## config.mk

```make
export PLATFORM = sky130hd
export DESIGN_NAME = camera_interface
export DESIGN_NICKNAME = d
export VERILOG_FILES = /design/src/common/camera_pkg.sv /design/src/design/camera_interface.sv /design/src/design/capture_sequencer.sv /design/src/design/line_tracker.sv /design/src/design/pixel_output.sv /design/src/design/sensor_conditioner.sv
export SDC_FILE = /design/constraint.sdc
export NUM_CORES = 1
export LEC_CHECK = 0
export BUFFER_PORTS_ARGS = -buffer_cell sky130_fd_sc_hd__buf_4
export CORE_ASPECT_RATIO = 0.9
export CORE_MARGIN = 2
export CORE_UTILIZATION = 57
export CTS_CLUSTER_DIAMETER = 30
export DETAILED_ROUTE_END_ITERATION = 8
export GPL_TIMING_DRIVEN = 0
export PLACE_DENSITY = 0.74
export SETUP_SLACK_MARGIN = 0.02
export SLEW_MARGIN = 20
export SYNTH_ARGS = -nofsm -noshare
export SYNTH_HDL_FRONTEND = slang
export SYNTH_SLANG_ARGS = --single-unit
```

## constraint.sdc

```tcl
create_clock -name clk -period 3.7 [get_ports clk]
set_input_delay 0.185 -clock clk [delete_from_list [all_inputs] [get_ports clk]]
set_output_delay 0.185 -clock clk [all_outputs]
set_load 0.02 [all_outputs]
```

## src/common/camera_pkg.sv

```systemverilog
// Camera capture package with the shared widths and the sensor bus word
package camera_pkg;

    // ************************************************************
    // Widths shared across the capture path
    // ************************************************************

    // Sensor data bits on the parallel bus
    localparam int pixel_bits = 12;

    // Pixel and line counters are sized for the full sensor geometry
    localparam int count_bits = 12;

    // Only the upper byte of each pixel goes into the FIFO
    localparam int fifo_bits = 8;

    // Index of the sensor frame inside one interleaved image, up to 32 frames
    localparam int frame_index_bits = 5;

    // ************************************************************
    // Sensor bus word
    // ************************************************************

    // Named view of one sample of the sensor pins
    typedef struct packed {
        logic                  pixel_clock;
        logic                  frame_valid;
        logic                  line_valid;
        logic [pixel_bits-1:0] data;
    } sensor_fields_t;

    // The same 15 bits read either by field or as one flat vector
    // The flat view feeds the bitwise vote and the edge detectors
    typedef union packed {
        sensor_fields_t          fields;
        logic [pixel_bits+2:0]   raw;
    } sensor_bus_t;

endpackage

```

## src/design/camera_interface.sv

```systemverilog
// Camera interface top level joining conditioning, tracking, sequencing and output
`timescale 1ns/1ps

module camera_interface
    import camera_pkg::*;
#(
    parameter int sync_stages        = 10,
    parameter int sample_delay       = 2,
    parameter int line_size          = 2592,
    parameter int lines_in_frame     = 1944,
    parameter int interleaved_frames = 8
) (
    input  logic                  clk,
    input  logic                  reset,
    input  logic                  pixel_clock,
    input  logic                  frame_valid,
    input  logic                  line_valid,
    input  logic [pixel_bits-1:0] pixel_in,
    input  logic                  request_image,
    output logic [fifo_bits-1:0]  data_for_fifo,
    output logic                  sample_pixel_pulse,
    output logic                  keep_pixel,
    output logic                  image_started,
    output logic                  image_finished
);

    sensor_bus_t           conditioned;
    logic                  sample_strobe;
    logic                  line_active;
    logic [count_bits-1:0] line_in_frame;
    logic [count_bits-1:0] prev_line;
    logic                  line_done_pulse;
    logic                  out_of_frame;
    logic                  streaming;
    logic [count_bits-1:0] target_line;

    // Edge pulses and the pixel index are left open as debug taps
    sensor_conditioner #(
        .sync_stages  (sync_stages),
        .sample_delay (sample_delay)
    ) sensor_conditioner_inst (
        .clk           (clk),
        .reset         (reset),
        .pixel_clock   (pixel_clock),
        .frame_valid   (frame_valid),
        .line_valid    (line_valid),
        .pixel_in      (pixel_in),
        .conditioned   (conditioned),
        .line_start    (),
        .line_end      (),
        .frame_start   (),
        .frame_end     (),
        .sample_strobe (sample_strobe)
    );

    line_tracker #(
        .line_size (line_size)
    ) line_tracker_inst (
        .clk             (clk),
        .reset           (reset),
        .conditioned     (conditioned),
        .sample_strobe   (sample_strobe),
        .line_active     (line_active),
        .pixel_index     (),
        .line_in_frame   (line_in_frame),
        .prev_line       (prev_line),
        .line_done_pulse (line_done_pulse),
        .out_of_frame    (out_of_frame)
    );

    capture_sequencer #(
        .lines_in_frame     (lines_in_frame),
        .interleaved_frames (interleaved_frames)
    ) capture_sequencer_inst (
        .clk             (clk),
        .reset           (reset),
        .request_image   (request_image),
        .line_done_pulse (line_done_pulse),
        .prev_line       (prev_line),
        .out_of_frame    (out_of_frame),
        .streaming       (streaming),
        .target_line     (target_line)
    );

    pixel_output pixel_output_inst (
        .clk                (clk),
        .reset              (reset),
        .conditioned        (conditioned),
        .sample_strobe      (sample_strobe),
        .line_active        (line_active),
        .line_in_frame      (line_in_frame),
        .target_line        (target_line),
        .streaming          (streaming),
        .data_for_fifo      (data_for_fifo),
        .sample_pixel_pulse (sample_pixel_pulse),
        .keep_pixel         (keep_pixel)
    );

    // Status toward the agent that asked for the image
    assign image_started  = streaming;
    assign image_finished = ~streaming;

endmodule

```

## src/design/capture_sequencer.sv

```systemverilog
// Capture sequencer with the image FSM and the interleaved line schedule
`timescale 1ns/1ps

module capture_sequencer
    import camera_pkg::*;
#(
    parameter int lines_in_frame     = 1944,
    parameter int interleaved_frames = 8
) (
    input  logic                  clk,
    input  logic                  reset,
    input  logic                  request_image,
    input  logic                  line_done_pulse,
    input  logic [count_bits-1:0] prev_line,
    input  logic                  out_of_frame,
    output logic                  streaming,
    output logic [count_bits-1:0] target_line
);

    // Lines go in pairs to keep the Bayer pattern, so the jump after a pair
    // averages out to one line in interleaved_frames
    localparam logic [count_bits-1:0] pair_jump = count_bits'(2 * interleaved_frames - 1);
    localparam logic [count_bits-1:0] fill_jump = count_bits'(interleaved_frames);
    localparam logic [count_bits-1:0] jump_limit =
        count_bits'(lines_in_frame - (2 * interleaved_frames - 1));
    localparam logic [count_bits-1:0] frame_limit = count_bits'(lines_in_frame);
    localparam logic [count_bits-1:0] last_sub_line =
        count_bits'(lines_in_frame / interleaved_frames - 1);
    localparam logic [frame_index_bits-1:0] last_frame =
        frame_index_bits'(interleaved_frames - 1);

    localparam logic [1:0] state_idle   = 2'd0;
    localparam logic [1:0] state_wait   = 2'd1;
    localparam logic [1:0] state_stream = 2'd2;

    logic [1:0]                  state;
    logic [count_bits-1:0]       line_in_sub;
    logic [frame_index_bits-1:0] frame_index;
    logic [frame_index_bits-1:0] next_index;
    logic [count_bits-1:0]       target_copy [0:2];
    logic [count_bits-1:0]       voted;
    logic [count_bits-1:0]       pair_target;
    logic [count_bits-1:0]       next_frame_first;
    logic                        advance;
    logic                        frame_done;

    assign streaming = (state == state_stream);

    // The line just finished was the one this image wanted
    assign advance    = line_done_pulse && (prev_line == target_line);
    assign frame_done = (line_in_sub >= last_sub_line);
    assign next_index = frame_index + 1'b1;

    // Each sensor frame begins two lines further down than the one before
    assign next_frame_first = count_bits'({next_index, 1'b0});

    // Even target means the second line of the pair comes next
    // When the jump would leave the frame, the same step lands on the odd lines that
    // earlier frames lost at the cut of their final pair
    always_comb begin
        if (target_line[0] == 1'b0) begin
            pair_target = target_line + 1'b1;
        end else if (target_line < jump_limit) begin
            pair_target = target_line + pair_jump;
        end else begin
            pair_target = target_line + fill_jump;
        end
    end

    // ************************************************************
    // Image FSM
    // ************************************************************

    always_ff @(posedge clk) begin
        if (reset) begin
            state <= state_idle;
        end else begin
            case (state)
                state_idle: begin
                    if (request_image) begin
                        state <= state_wait;
                    end
                end
                // Start only in a frame gap so the first line of a frame is caught
                state_wait: begin
                    if (out_of_frame) begin
                        state <= state_stream;
                    end
                end
                state_stream: begin
                    if (advance && frame_done && frame_index >= last_frame) begin
                        state <= state_idle;
                    end else if (target_line >= frame_limit) begin
                        // Several upsets left the target off the frame and it would
                        // never match, so the image is cut short instead of hanging
                        state <= state_idle;
                    end
                end
                default: begin
                    state <= state_idle;
                end
            endcase
        end
    end

    // ************************************************************
    // Interleave schedule and voted target
    // ************************************************************

    // A single upset in the target would stall the capture on a line that never
    // comes, so three copies are kept and voted
    assign voted = (target_copy[0] & target_copy[1])
                 | (target_copy[0] & target_copy[2])
                 | (target_copy[1] & target_copy[2]);

    always_ff @(posedge clk) begin
        if (reset || !streaming) begin
            line_in_sub <= '0;
            frame_index <= '0;
            for (int k = 0; k < 3; k++) begin
                target_copy[k] <= '0;
            end
        end else if (advance) begin
            if (frame_done) begin
                line_in_sub <= '0;
                if (frame_index < last_frame) begin
                    frame_index <= next_index;
                    for (int k = 0; k < 3; k++) begin
                        target_copy[k] <= next_frame_first;
                    end
                end
            end else begin
                line_in_sub <= line_in_sub + 1'b1;
                for (int k = 0; k < 3; k++) begin
                    target_copy[k] <= pair_target;
                end
            end
        end
    end

    // The voted value lags the copies by a clock, well inside the line blanking
    always_ff @(posedge clk) begin
        if (reset) begin
            target_line <= '0;
        end else begin
            target_line <= voted;
        end
    end

endmodule

```

## src/design/line_tracker.sv

```systemverilog
// Line tracker that follows pixel position, line state and line number in a frame
`timescale 1ns/1ps

module line_tracker
    import camera_pkg::*;
#(
    parameter int line_size = 2592
) (
    input  logic                  clk,
    input  logic                  reset,
    input  sensor_bus_t           conditioned,
    input  logic                  sample_strobe,
    output logic                  line_active,
    output logic [count_bits-1:0] pixel_index,
    output logic [count_bits-1:0] line_in_frame,
    output logic [count_bits-1:0] prev_line,
    output logic                  line_done_pulse,
    output logic                  out_of_frame
);

    localparam logic [count_bits-1:0] line_end_count = count_bits'(line_size);

    logic blank_data;
    logic frame_gap;
    logic line_over;
    // Set once a line has been active and cleared when the line counter advances
    logic count_pending;

    // Blanking is recognised by all data bits being zero
    assign blank_data = (conditioned.fields.data == '0);

    // Inter-frame gap, trusted only when every input agrees
    assign frame_gap = !conditioned.fields.frame_valid
                    && !conditioned.fields.line_valid
                    && blank_data;

    // The line is over once the full count is in and the bus shows line blanking
    assign line_over = !conditioned.fields.line_valid
                    && !line_active
                    && blank_data
                    && count_pending;

    // ************************************************************
    // Line state and pixel counter
    // ************************************************************

    // pixel_index is the index of the pixel being sampled up to the strobe and
    // the number of pixels taken afterwards
    always_ff @(posedge clk) begin
        if (reset) begin
            line_active <= 1'b0;
            pixel_index <= '0;
        end else if (line_active) begin
            // Greater or equal so an upset past the end still closes the line
            if (pixel_index >= line_end_count) begin
                line_active <= 1'b0;
                pixel_index <= '0;
            end else if (sample_strobe) begin
                pixel_index <= pixel_index + 1'b1;
            end
        end else if (conditioned.fields.line_valid && !count_pending) begin
            // A finished line must be counted before line_valid may start a new one
            // otherwise the tail of line_valid would reopen the same line
            line_active <= 1'b1;
        end
    end

    // ************************************************************
    // Line counter
    // ************************************************************

    // Lines are counted in the blanking after each line, where the inputs can be
    // cross-checked and there is time to spare
    always_ff @(posedge clk) begin
        if (reset) begin
            line_in_frame   <= '0;
            prev_line       <= '0;
            count_pending   <= 1'b0;
            line_done_pulse <= 1'b0;
            out_of_frame    <= 1'b0;
        end else begin
            line_done_pulse <= 1'b0;
            out_of_frame    <= frame_gap;
            if (line_active) begin
                count_pending <= 1'b1;
            end
            if (line_over) begin
                count_pending   <= 1'b0;
                prev_line       <= line_in_frame;
                line_in_frame   <= line_in_frame + 1'b1;
                line_done_pulse <= 1'b1;
            end else if (frame_gap && !line_active && line_in_frame != '0) begin
                // The increment of the last line wins, and the wrap follows a clock later
                prev_line     <= line_in_frame;
                line_in_frame <= '0;
            end
        end
    end

endmodule

```

## src/design/pixel_output.sv

```systemverilog
// Pixel output stage that presents the byte, keep level and strobe to the FIFO
`timescale 1ns/1ps

module pixel_output
    import camera_pkg::*;
(
    input  logic                  clk,
    input  logic                  reset,
    input  sensor_bus_t           conditioned,
    input  logic                  sample_strobe,
    input  logic                  line_active,
    input  logic [count_bits-1:0] line_in_frame,
    input  logic [count_bits-1:0] target_line,
    input  logic                  streaming,
    output logic [fifo_bits-1:0]  data_for_fifo,
    output logic                  sample_pixel_pulse,
    output logic                  keep_pixel
);

    // Upper bits of the filtered pixel, reloaded every clock
    always_ff @(posedge clk) begin
        data_for_fifo <= conditioned.fields.data[pixel_bits-1 -: fifo_bits];
    end

    // The strobe is the FIFO write clock and keep_pixel is its write enable
    // Both are delayed alongside the data so all three line up in one cycle
    always_ff @(posedge clk) begin
        if (reset) begin
            sample_pixel_pulse <= 1'b0;
            keep_pixel         <= 1'b0;
        end else begin
            sample_pixel_pulse <= sample_strobe;
            keep_pixel         <= line_active
                               && (line_in_frame == target_line)
                               && streaming;
        end
    end

endmodule

```

## src/design/sensor_conditioner.sv

```systemverilog
// Sensor conditioner that synchronizes, votes and edge-detects the camera bus
`timescale 1ns/1ps

module sensor_conditioner
    import camera_pkg::*;
#(
    parameter int sync_stages  = 10,
    parameter int sample_delay = 2
) (
    input  logic                  clk,
    input  logic                  reset,
    input  logic                  pixel_clock,
    input  logic                  frame_valid,
    input  logic                  line_valid,
    input  logic [pixel_bits-1:0] pixel_in,
    output sensor_bus_t           conditioned,
    output logic                  line_start,
    output logic                  line_end,
    output logic                  frame_start,
    output logic                  frame_end,
    output logic                  sample_strobe
);

    sensor_bus_t             pin_word;
    sensor_bus_t             sync_chain [0:sync_stages-1];
    sensor_bus_t             vote_buffer [0:2];
    sensor_bus_t             majority;
    sensor_bus_t             rising;
    sensor_bus_t             falling;
    logic [sample_delay-1:0] strobe_pipe;

    // All pins travel as one word so every signal sees the same latency
    always_comb begin
        pin_word.fields.pixel_clock = pixel_clock;
        pin_word.fields.frame_valid = frame_valid;
        pin_word.fields.line_valid  = line_valid;
        pin_word.fields.data        = pixel_in;
    end

    // ************************************************************
    // Synchronizer and vote buffer
    // ************************************************************

    // The chain is far deeper than metastability needs, since latency is free here
    // and only its uniformity matters
    always_ff @(posedge clk) begin
        if (reset) begin
            for (int i = 0; i < sync_stages; i++) begin
                sync_chain[i] <= '0;
            end
            for (int k = 0; k < 3; k++) begin
                vote_buffer[k] <= '0;
            end
            conditioned <= '0;
        end else begin
            sync_chain[0] <= pin_word;
            for (int i = 1; i < sync_stages; i++) begin
                sync_chain[i] <= sync_chain[i-1];
            end
            vote_buffer[0] <= sync_chain[sync_stages-1];
            vote_buffer[1] <= vote_buffer[0];
            vote_buffer[2] <= vote_buffer[1];
            // Registered vote, which is the filtered stream seen downstream
            conditioned <= majority;
        end
    end

    // Two out of three per bit, so a blip that lasts one clock never gets through
    // With 8 system clocks per pixel clock period three samples still fit in a phase
    assign majority.raw = (vote_buffer[2].raw & vote_buffer[1].raw)
                        | (vote_buffer[2].raw & vote_buffer[0].raw)
                        | (vote_buffer[1].raw & vote_buffer[0].raw);

    // ************************************************************
    // Edge detection and sample strobe
    // ************************************************************

    // Edges compare the new vote with the registered one
    // Each pulse lasts one clock and precedes the change on conditioned by a clock
    assign rising.raw  = majority.raw & ~conditioned.raw;
    assign falling.raw = ~majority.raw & conditioned.raw;

    assign line_start  = rising.fields.line_valid;
    assign line_end    = falling.fields.line_valid;
    assign frame_start = rising.fields.frame_valid;
    assign frame_end   = falling.fields.frame_valid;

    // The sensor changes data on the pixel clock rise, so sampling a little after
    // the fall lands in the middle of a stable data window
    always_ff @(posedge clk) begin
        if (reset) begin
            strobe_pipe <= '0;
        end else begin
            strobe_pipe[0] <= falling.fields.pixel_clock;
            for (int i = 1; i < sample_delay; i++) begin
                strobe_pipe[i] <= strobe_pipe[i-1];
            end
        end
    end

    assign sample_strobe = strobe_pipe[sample_delay-1];

endmodule

```

==> results.json, run 1 <==
{
  "run_status": "complete, no violations",
  "power.density_nw_per_um2": 621,
  "finalSetupViolCount": 0,
  "ctsLongestPathBuffers": 3,
  "worstHoldPathType": "input pin to register",
  "grt_max_degree": 15,
  "floorplan.io_pins": 30,
  "reg2reg_slack_ns": 0.92,
  "synth-async-reset-ratio_pct": 0,
  "ys_seq_elements": 305,
  "routed_via_density": 4.97,
  "finalWeightedCongestion": 0.846,
  "antenna_violations_before_repair": 0,
  "dieArea_um2": 19000,
  "worstReg2RegStart": "capture_sequencer_inst.target_line[2]",
  "maxCapViolations": 0,
  "grt_pass1_wl_um": 28800,
  "port_buffers": 29,
  "data_required_critical_path_ns": 3.92,
  "dieWidth_um": 145,
  "final_net_count": 1100,
  "cp_data_arrival_time_ns": 3.00,
  "max-vdd-ir-drop_mv": 0.414,
  "worstReg2RegEnd": "capture_sequencer_inst.target_copy[0][30]",
  "antenna_cells_inserted": 0,
  "synth_edf_count": 12,
  "worst-slew-pin-transition_ns": 0.891,
  "first_global_vias": 6131,
  "floorplan.core_area_um2": 17600,
  "hpwl_um": 11000,
  "hold_end": "line_tracker_inst.pixel_index[11]",
  "die_extent_in_y_um": 131,
  "starting_density_of_the_core_pct": 58.1,
  "layout-drive-gt1-share_pct": 11.6,
  "crit_path_max_fanout": 10,
  "synth_cells": 982,
  "layout_cells_excl_fill": 1348,
  "grt.total_usage_pct": 18.5,
  "mappedNetlistNets": 1009,
  "whs_path_depth": 3,
  "vias": 6696,
  "synth_warn": 0,
  "totalWireLength_um": 17200,
  "timing.critical_path.to_type": "register",
  "placement_rows": 46,
  "route.detailed.drc": 0,
  "syn-cell-area_um2": 10200,
  "tns_ns": 0,
  "maxClockFrequency_mhz": 360,
  "clock-root-buffer": "clkbuf_16",
  "synth_area_per_cell_um2": 10.4,
  "max-slew-margin-rel_pct": 40.1,
  "final.min_clock_period_ns": 2.78,
  "fillCellCount": 1291,
  "global_route.overflow_total": 0,
  "area_growth_syn_to_layout_pct": 22.0,
  "rsz_0062_raised_after_global_routing": "false",
  "timing.final.crit_share_pct": 75.2,
  "placed_cells": 1252,
  "routed_wire_length_per_instance_um": 12.8,
  "worst_setup_path_category": "register to register",
  "seq_area_frac_synth_pct": 60.9,
  "yosys.cell_types.count": 50,
  "power_leakage_nw": 4.70,
  "numClockSinks": 305,
  "tritoncts": "built",
  "final-max-slew-violation-count": 0,
  "total_power_mw": 7.75,
  "fin_skew_ns": 0.0123,
  "postLayoutCoreUtil_pct": 70.8,
  "clkLatencyLatePin_ns": 0.53,
  "cp-start-kind": "register",
  "hold_path.startpoint": "reset",
  "numCtsBuffers": 43,
  "rr_worst_depth": 7,
  "synth-main-ff-cell": "dfxtp_1",
  "detailedRoute.firstIterationViolations": 348,
  "cts_htree_levels": 2,
  "drt_first_pass_iters": 5,
  "worst_setup_hold_path_clk_slew_ns": 0.05,
  "final-hold-violation-count": 0,
  "antenna_violating_nets_post_route": 0
}
[through the flow]
stage               cell area (um2)  hold WS (ns)  setup slack (ns)
floorplan                     10200         0.313             0.853
global placement              10700         0.335             0.201
detailed placement            10800         0.339             0.948
CTS                           12500        0.0973             0.913
global route                  12500         0.130             0.768
finish                        12500         0.109             0.919
[placed cells by master (no fill, tap or decap), types with 8 or more instances in the layout]
cell type,Yosys,layout
nand3_1,23,23
nor2b_1,214,214
and3_1,10,10
nand2_1,71,71
o21ai_0,24,23
xnor2_1,24,24
xnor2_2,8,8
nand4_1,17,17
edfxtp_1,12,12
dlygate4sd3_1,0,16
nor3_1,11,11
clkbuf_1,39,42
nor2_1,47,47
xor2_1,11,11
dfxtp_1,293,293
nor4_1,14,14
clkbuf_16,0,44
buf_4,0,30
ha_1,9,9
inv_1,19,19
a21oi_1,51,51
[routing by layer]
metal	up-vias	track usage, %	routed length, um	share of wire (%)
met4	0	7.32	339	2.0
met1	3067	23.5	7820	45
met2	157	31.2	8120	47
met3	34	4.12	971	5.6
li1	3438	-	-	-
met5	-	0	0	0
[power breakdown]
part           internal [mW]  switching (mW)
Clock                   2.76            1.49
Sequential              3.34         0.00841
Combinational         0.0595          0.0825
Total                   6.16            1.58
[worst max-delay path, cell delays in order (launching register included)]
cell and delay [ns]:
dfxtp_1 0.46, xnor2_1 0.20, nand4_1 0.19, or4_1 0.55, clkbuf_2 0.17, clkbuf_1 0.25, o21ai_1 0.41, buf_4 0.26
[layout make-up]
| type | count | area, um2 | share of cell area [%] |
|---|---|---|---|
| well taps | 240 | 300 | 2.41 |
| clock inverters | 30 | 403 | 3.23 |
| flip-flops and latches | 305 | 6230 | 49.9 |
| repair buffers | 46 | 385 | 3.09 |
| clock buffers | 50 | 1150 | 9.25 |
| inverters | 19 | 71.3 | 0.572 |
| plain buffers | 55 | 265 | 2.13 |
| multi-input cells | 603 | 3670 | 29.4 |
[sequential cells by signal (all words and copies together) (netlist names), 2 cells and up]
register and cells:
capture_sequencer_inst.target_line 12, capture_sequencer_inst.line_in_sub 12, line_tracker_inst.pixel_index 12, capture_sequencer_inst.target_copy 12, line_tracker_inst.prev_line 12, pixel_output_inst.data_for_fifo 8
capture_sequencer_inst.frame_index 5, sensor_conditioner_inst.vote_buffer 45, sensor_conditioner_inst.conditioned 15, sensor_conditioner_inst.sync_chain 150, sensor_conditioner_inst.strobe_pipe 2, capture_sequencer_inst.state 2
line_tracker_inst.line_in_frame 12
[worst max path at each step]
stage	from	to	slack, ns
after CTS	capture_sequencer_inst.target_line[4]	capture_sequencer_inst.target_copy[0][32]	0.91
after detailed placement	capture_sequencer_inst.target_line[4]	capture_sequencer_inst.target_copy[0][34]	0.95
after floorplan	capture_sequencer_inst.target_line[4]	capture_sequencer_inst.target_copy[0][23]	0.85
after global placement	capture_sequencer_inst.target_line[2]	capture_sequencer_inst.target_copy[0][34]	0.20
final	capture_sequencer_inst.target_line[2]	capture_sequencer_inst.target_copy[0][30]	0.92
after global routing	capture_sequencer_inst.target_line[4]	capture_sequencer_inst.target_copy[0][34]	0.77
[synthesized netlist by cell type (5+ instances only)]
master	count	area share, %
a21oi_1	51	2.5
nand4_1	17	1.0
edfxtp_1	12	3.5
dfxtp_1	293	57
a211oi_1	5	0.37
and3_1	10	0.61
nand2_1	71	2.6
nand3_1	23	1.1
o211ai_1	5	0.37
a31oi_1	6	0.37
buf_6	7	0.77
xnor2_1	24	2.1
nor3_1	11	0.54
nor4_1	14	0.86
nor2_1	47	1.7
xor2_1	11	0.94
xnor2_2	8	1.3
ha_1	9	1.1
nor2b_1	214	13
o21ai_0	24	1.2
inv_1	19	0.70
clkbuf_1	39	1.4
[what timing repair did]
action / 4_1_cts / 5_1_grt
hold buffers: 16 / 0
gates resized for setup: 0 / 0
setup endpoints to repair: 0 / 0
setup buffers: 0 / 0
endpoints found under the hold margin: 16 / 0
[cell families after synthesis]
kind of cell | synth area share [%]
buffers and inverters | 3.29
AO/OA/AOI/OAI | 6.76
AND/OR/NAND/NOR | 23.2
multiplexers | 0.392
flip-flops | 60.9
XOR/XNOR | 4.27
adder cells (fa/ha/maj) | 1.20
Power figures use the tool's default switching activity.
==> run 2: changes to the inputs <==
--- a/config.mk
+++ b/config.mk
@@ -5,10 +5,11 @@
 export SDC_FILE = /design/constraint.sdc
 export NUM_CORES = 1
 export LEC_CHECK = 0
+export ABC_AREA = 1
 export BUFFER_PORTS_ARGS = -buffer_cell sky130_fd_sc_hd__buf_4
 export CORE_ASPECT_RATIO = 0.9
 export CORE_MARGIN = 2
-export CORE_UTILIZATION = 57
+export CORE_UTILIZATION = 55
 export CTS_CLUSTER_DIAMETER = 30
 export DETAILED_ROUTE_END_ITERATION = 8
 export GPL_TIMING_DRIVEN = 0
==> constraint.sdc (replaced) <==
create_clock -name clk -period 2.42 [get_ports clk]
set_input_delay 0.121 -clock clk [delete_from_list [all_inputs] [get_ports clk]]
set_output_delay 0.121 -clock clk [all_outputs]
set_load 0.02 [all_outputs]
==> run 2 against run 1 <==
  * Combinational power up 110%
  * Setup slack worse by 0.62 ns
  * Synthesized cell count up 38%
  * Critical path type unchanged
  * Critical endpoint is now capture_sequencer_inst.target_copy[0][27]
  * Largest cell class unchanged
  * Largest power group unchanged
  * Highest routed layer unchanged
==> results.json, run 2 <==
{
  "numCtsBuffers": 45,
  "detailedRoute.firstIterationViolations": 470,
  "finalSetupViolCount": 0,
  "total_power_mw": 12.2,
  "floorplan.core_area_um2": 19300,
  "numClockSinks": 305,
  "final-hold-violation-count": 0,
  "dieWidth_um": 152,
  "crit_path_max_fanout": 12,
  "total_cell_area_at_the_placement_stage_um2": 11400,
  "ctsLongestPathBuffers": 3,
  "finalWeightedCongestion": 0.898,
  "synth_warn": 0,
  "most_instantiated_cells_after_synthesis": "nor2_1, dfxtp_1, inv_1",
  "antenna_violations_before_repair": 0,
  "cp-start-kind": "register",
  "maxCapViolations": 0,
  "starting_density_of_the_core_pct": 56.4,
  "clkLatencyLatePin_ns": 0.53,
  "largest_reg_flops": 150,
  "synth_cells": 1354,
  "worst_setup_hold_path_clk_slew_ns": 0.06,
  "post_cts.repair.setup_buffers": 0,
  "ys_seq_elements": 305,
  "fin_skew_ns": 0.0182,
  "worst_setup_path_category": "register to register",
  "final-max-slew-violation-count": 0,
  "drt_first_pass_iters": 5,
  "synth_area_per_cell_um2": 8.03,
  "max-slew-margin-rel_pct": 60.4,
  "synth-main-ff-cell": "dfxtp_1",
  "hpwl_um": 13400,
  "first_global_vias": 7423,
  "worstReg2RegStart": "capture_sequencer_inst.line_in_sub[0]",
  "placement.setup.worst_slack_ns": 0.0882,
  "timing.hold.ws_ns": 0.0733,
  "grt_pass1_wl_um": 33600,
  "synth_largest_type_area_fraction_pct": 53.9,
  "layout.cells.most_common_list": "nor2_1, dfxtp_1, inv_1",
  "yosys.cell_types.count": 43,
  "syn-cell-area_um2": 10900,
  "vias": 8104,
  "antenna_violating_nets_post_route": 0,
  "power_leakage_nw": 5.38,
  "power.density_nw_per_um2": 924,
  "seq_area_frac_synth_pct": 57.2,
  "post-synth-top-count-cell": "nor2_1",
  "worstHoldPathType": "input pin to register",
  "hold_path.startpoint": "reset",
  "timing.final.crit_share_pct": 87.7,
  "critical_path.startpoint": "capture_sequencer_inst.line_in_sub[0]",
  "layout.cells.most_common": "nor2_1",
  "area_growth_syn_to_layout_pct": 21.1,
  "max-vdd-ir-drop_mv": 0.792,
  "routed_wire_length_per_instance_um": 11.8,
  "port_buffers": 29,
  "floorplan.io_pins": 30,
  "reg2reg_slack_ns": 0.30,
  "cell_taking_the_most_area_after_synthesis": "dfxtp_1",
  "final_net_count": 1473,
  "synth-async-reset-ratio_pct": 0,
  "worst-slew-pin-transition_ns": 0.594,
  "whs_path_depth": 4,
  "cp_data_arrival_time_ns": 2.28,
  "hold_end": "line_tracker_inst.line_active",
  "die_extent_in_y_um": 137,
  "worstReg2RegEnd": "capture_sequencer_inst.target_copy[0][27]",
  "largest_registers": "sensor_conditioner_inst.sync_chain (150), sensor_conditioner_inst.vote_buffer (45), sensor_conditioner_inst.conditioned (15)",
  "routed_via_density": 4.68,
  "cts_htree_levels": 2,
  "run_status": "complete, no violations",
  "synth_area_leaders": "dfxtp_1, nor2_1, inv_1",
  "final.min_clock_period_ns": 2.12,
  "totalWireLength_um": 20400,
  "finalInstanceArea_um2": 13200,
  "rsz_0062_raised_after_global_routing": "false",
  "tns_ns": 0,
  "mappedNetlistNets": 1381,
  "tritoncts": "built",
  "data_required_critical_path_ns": 2.57,
  "synth_edf_count": 12,
  "route.detailed.drc": 0,
  "maxClockFrequency_mhz": 471,
  "grt_max_degree": 16,
  "global_route.overflow_total": 0,
  "layout-drive-gt1-share_pct": 11.5,
  "clock-root-buffer": "clkbuf_16",
  "rr_worst_depth": 10,
  "grt.total_usage_pct": 19.7,
  "largest-register": "sensor_conditioner_inst.sync_chain",
  "dieArea_um2": 20900,
  "placement_rows": 48,
  "antenna_cells_inserted": 0,
  "setup_slack_ns": 0.298,
  "timing.critical_path.to_type": "register"
}
## run 2: where the power goes
part	switching, mW	total [mW]	internal, mW
clock network	2.41	6.75	4.34
logic	0.193	0.295	0.102
registers	0.0231	5.14	5.11
## run 2: repair_timing
action	in CTS	in global routing
endpoints found under the hold margin	16	0
endpoints found under the setup margin	0	12
hold buffers	16	0
gates resized for setup	0	1
## run 2: kinds of logic (layout without fill, tap and decap cells)
family                   Yosys count  count (layout)  synth area share, %
adder cells (fa/ha/maj)            9               9                 1.04
flip-flops                       305             305                 57.2
AND/OR/NAND/NOR                  578             578                 22.8
AO/OA/AOI/OAI                    120             120                 5.97
XOR/XNOR                          18              18                 1.45
buffers and inverters            324             452                 11.5
## run 2: final cells by class
cell class	instances	area, um2
buffer	38	176
clock buffer	45	1130
clock inverter	38	478
fill	1478	6100
inverter	286	1070
multi-input combinational	725	3410
sequential	305	6230
tap	250	313
timing repair buffer	45	378
## run 2: how the worst max path moves through the flow
stage                                                 to  depth (start not counted)
2_1_floorplan  capture_sequencer_inst.target_copy[0][23]                         10
3_3_place_gp   capture_sequencer_inst.target_copy[0][34]                         10
3_5_place_dp   capture_sequencer_inst.target_copy[0][30]                         10
4_1_cts        capture_sequencer_inst.target_copy[0][26]                         10
5_1_grt        capture_sequencer_inst.target_copy[0][26]                         10
6_report       capture_sequencer_inst.target_copy[0][27]                         10
## run 2: per-stage QoR
stage | std cells | util [%]
after floorplan | 1354 | -
after global placement | 1633 | 59.2
after detailed placement | 1633 | 59.2
after CTS | 1732 | 68.3
after global routing | 1732 | 68.4
final | 1732 | 68.4
## run 2: worst max-delay path: stages (launching register included)
cell and delay, ns:
dfxtp_1 0.34, inv_1 0.10, ha_1 0.21, nor2_1 0.09
nand2_1 0.06, nand2_1 0.08, nand3_2 0.17, inv_1 0.24
nor2_4 0.07, nand2_4 0.10, nand3_2 0.29
## run 2: routing by layer
| metal | vias to the layer above | global-route usage (%) | wire length [um] |
|---|---|---|---|
| met3 | 39 | 4.62 | 1150 |
| met5 | - | 0 | 0 |
| met4 | 0 | 7.53 | 479 |
| li1 | 4272 | - | - |
| met2 | 199 | 33.7 | 9380 |
| met1 | 3594 | 24.4 | 9430 |
==> run 3: changes to the inputs <==
--- a/config.mk
+++ b/config.mk
@@ -18,4 +18,5 @@
 export SLEW_MARGIN = 20
 export SYNTH_ARGS = -nofsm -noshare
 export SYNTH_HDL_FRONTEND = slang
+export SYNTH_HIERARCHICAL = 1
 export SYNTH_SLANG_ARGS = --single-unit
==> constraint.sdc (replaced) <==
create_clock -name clk -period 2.42 [get_ports clk]
set_input_delay 0.605 -clock clk [delete_from_list [all_inputs] [get_ports clk]]
set_output_delay 0.605 -clock clk [all_outputs]
set_load 0.02 [all_outputs]
==> run 3 against run 2 <==
  * Total power fell by 5.6%
  * Largest cell class unchanged
  * Setup slack better by 0.033 ns
  * Critical path type unchanged
  * Sequential power about the same
  * Register-to-register slack gained 0.03 ns
==> results.json, run 3 <==
{
  "run_status": "complete, no violations",
  "port_buffers": 29,
  "antenna_violations_before_repair": 0,
  "clkLatencyLatePin_ns": 0.53,
  "final-hold-violation-count": 0,
  "dieArea_um2": 21500,
  "drt_first_pass_iters": 5,
  "route.detailed.drc": 0,
  "clock-root-buffer": "clkbuf_16",
  "worst_setup_path_category": "register to register",
  "synth_warn": 6,
  "grt_pass1_wl_um": 33200,
  "critPathMaxStageDelay_ns": 0.53,
  "layout.cells.most_common_list": "nor2_1, inv_1, dfxtp_1",
  "maxClockFrequency_mhz": 479,
  "max-slew-margin-rel_pct": 63.6,
  "worst-slew-pin-transition_ns": 0.545,
  "maxCapViolations": 0,
  "power.switching_mw": 2.51,
  "vias": 8230,
  "largest_reg_flops": 150,
  "largest-register": "sensor_conditioner_inst/sync_chain",
  "finalWeightedCongestion": 0.872,
  "worstReg2RegEnd": "capture_sequencer_inst/target_copy[0][23]",
  "timing.hold.ws_ns": 0.275,
  "crit_path_max_fanout": 8,
  "data_required_critical_path_ns": 2.64,
  "power.density_nw_per_um2": 871,
  "antenna_cells_inserted": 0,
  "worst_setup_hold_path_clk_slew_ns": 0.06,
  "global_route.overflow_total": 0,
  "grt_max_degree": 17,
  "largest_registers": "sensor_conditioner_inst/sync_chain (150), sensor_conditioner_inst/vote_buffer (45), sensor_conditioner_inst/conditioned (15)",
  "area_growth_syn_to_layout_pct": 18.0,
  "cp-start-kind": "register",
  "timing.final.crit_share_pct": 86.3,
  "layout.cells.most_common": "nor2_1",
  "tritoncts": "built",
  "routed_via_density": 4.55,
  "share_seq_of_total_power_pct": 44.5,
  "timing.critical_path.cells": "inv_2, nand2_2, nand2_1, nor2_1, nand2_2, nor2_4, nand2_4, nor2_4, nand2_4, o211ai_1, buf_4",
  "power_leakage_nw": 5.70,
  "dieWidth_um": 154,
  "hold_end": "sensor_conditioner_inst/sync_chain[0][7]",
  "worst_path_max_delay_cell": "dfxtp_1",
  "rr_worst_depth": 11,
  "starting_density_of_the_core_pct": 56.0,
  "fin_skew_ns": 0.0200,
  "layout-drive-gt1-share_pct": 11.4,
  "floorplan.core_area_um2": 20000,
  "die_extent_in_y_um": 139,
  "first_global_vias": 7610,
  "max-vdd-ir-drop_mv": 0.697,
  "detailedRoute.firstIterationViolations": 435,
  "syn-cell-area_um2": 11200,
  "synth_cells": 1446,
  "hpwl_um": 13300,
  "cts_htree_levels": 2,
  "total_power_mw": 11.5,
  "whs_path_depth": 3,
  "final-max-slew-violation-count": 0,
  "placement_rows": 49,
  "rsz_0062_raised_after_global_routing": "false",
  "intPower_mw": 8.99,
  "numClockSinks": 305,
  "postLayoutCoreUtil_pct": 66.1,
  "finalSetupViolCount": 0,
  "cp_data_arrival_time_ns": 2.31,
  "timing.critical_path.to_type": "register",
  "swShare_pct": 21.9,
  "finalInstanceArea_um2": 13200,
  "mappedNetlistNets": 1473,
  "floorplan.io_pins": 30,
  "numCtsBuffers": 43,
  "power.combinational.fraction_pct": 1.9,
  "routed_wire_length_per_instance_um": 10.7,
  "final_net_count": 1549,
  "worstReg2RegStart": "capture_sequencer_inst/target_line[4]",
  "totalWireLength_um": 19300,
  "antenna_violating_nets_post_route": 0,
  "ctsLongestPathBuffers": 3,
  "clockPowerShare_pct": 53.6,
  "hold_path.startpoint": "pixel_in[7]",
  "grt.total_usage_pct": 18.5,
  "synth_area_per_cell_um2": 7.74,
  "worstHoldPathType": "input pin to register",
  "reg2reg_slack_ns": 0.33,
  "final.min_clock_period_ns": 2.09,
  "total_cell_area_at_the_placement_stage_um2": 11700
}
run 3: cell type report:
type,count,area [um2]
fill,1678,6780
inverter,325,1220
tap,255,319
buffer,32,267
sequential,305,6230
timing repair buffer,31,233
multi-input combinational,784,3470
clock buffer,46,1130
clock inverter,32,337
run 3: worst max-delay path, delay by kind of cell (launching register included):
| family | cells | cell delay (ns) |
|---|---|---|
| DFF | 1 | 0.53 |
| AOI/OAI and AO/OA | 1 | 0.14 |
| and+or+nand+nor | 8 | 0.76 |
| buffers and inverters | 2 | 0.37 |
run 3: power groups by stage:
stage | Sequential (mW) | Clock, mW | Combinational [mW]
after CTS | 5.12 | 6.31 | 0.221
after global placement | 5.23 | 0 | 0.213
after detailed placement | 5.23 | 0 | 0.219
after global routing | 5.12 | 6.54 | 0.249
final | 5.12 | 6.16 | 0.217
after floorplan | 5.22 | 0 | 0.151
run 3: repair_timing:
action,in CTS,in global routing
hold buffers,0,0
setup endpoints to repair,7,0
gates resized for setup,0,0
buffers inserted,1,0
run 3: how the worst max path moves through the flow:
stage	startpoint	to	slack, ns
after floorplan	capture_sequencer_inst/target_line[4]	capture_sequencer_inst/target_copy[0][23]	0.37
after global placement	capture_sequencer_inst/target_line[4]	capture_sequencer_inst/target_copy[0][33]	-0.21
after detailed placement	capture_sequencer_inst/target_line[3]	capture_sequencer_inst/target_copy[0][24]	0.02
after CTS	capture_sequencer_inst/target_line[4]	capture_sequencer_inst/target_copy[0][23]	0.31
after global routing	capture_sequencer_inst/target_line[4]	capture_sequencer_inst/target_copy[0][23]	0.19
final	capture_sequencer_inst/target_line[4]	capture_sequencer_inst/target_copy[0][23]	0.33
run 3: metal layers:
layer / global-route usage [%] / up-vias / part of all wire (%)
met5: 0 / - / 0
met4: 6.34 / 0 / 2.1
met3: 4.24 / 39 / 6.8
met2: 31.6 / 197 / 46
met1: 23.3 / 3573 / 45
li1: - / 4421 / -
run 3: stage by stage:
step	setup slack [ns]	setup TNS (ns)	cells
detailed placement	0.0166	0	1731
CTS	0.311	0	1810
floorplan	0.369	0	1446
global route	0.186	0	1810
global placement	-0.210	-2.50	1730
finish	0.331	0	1810
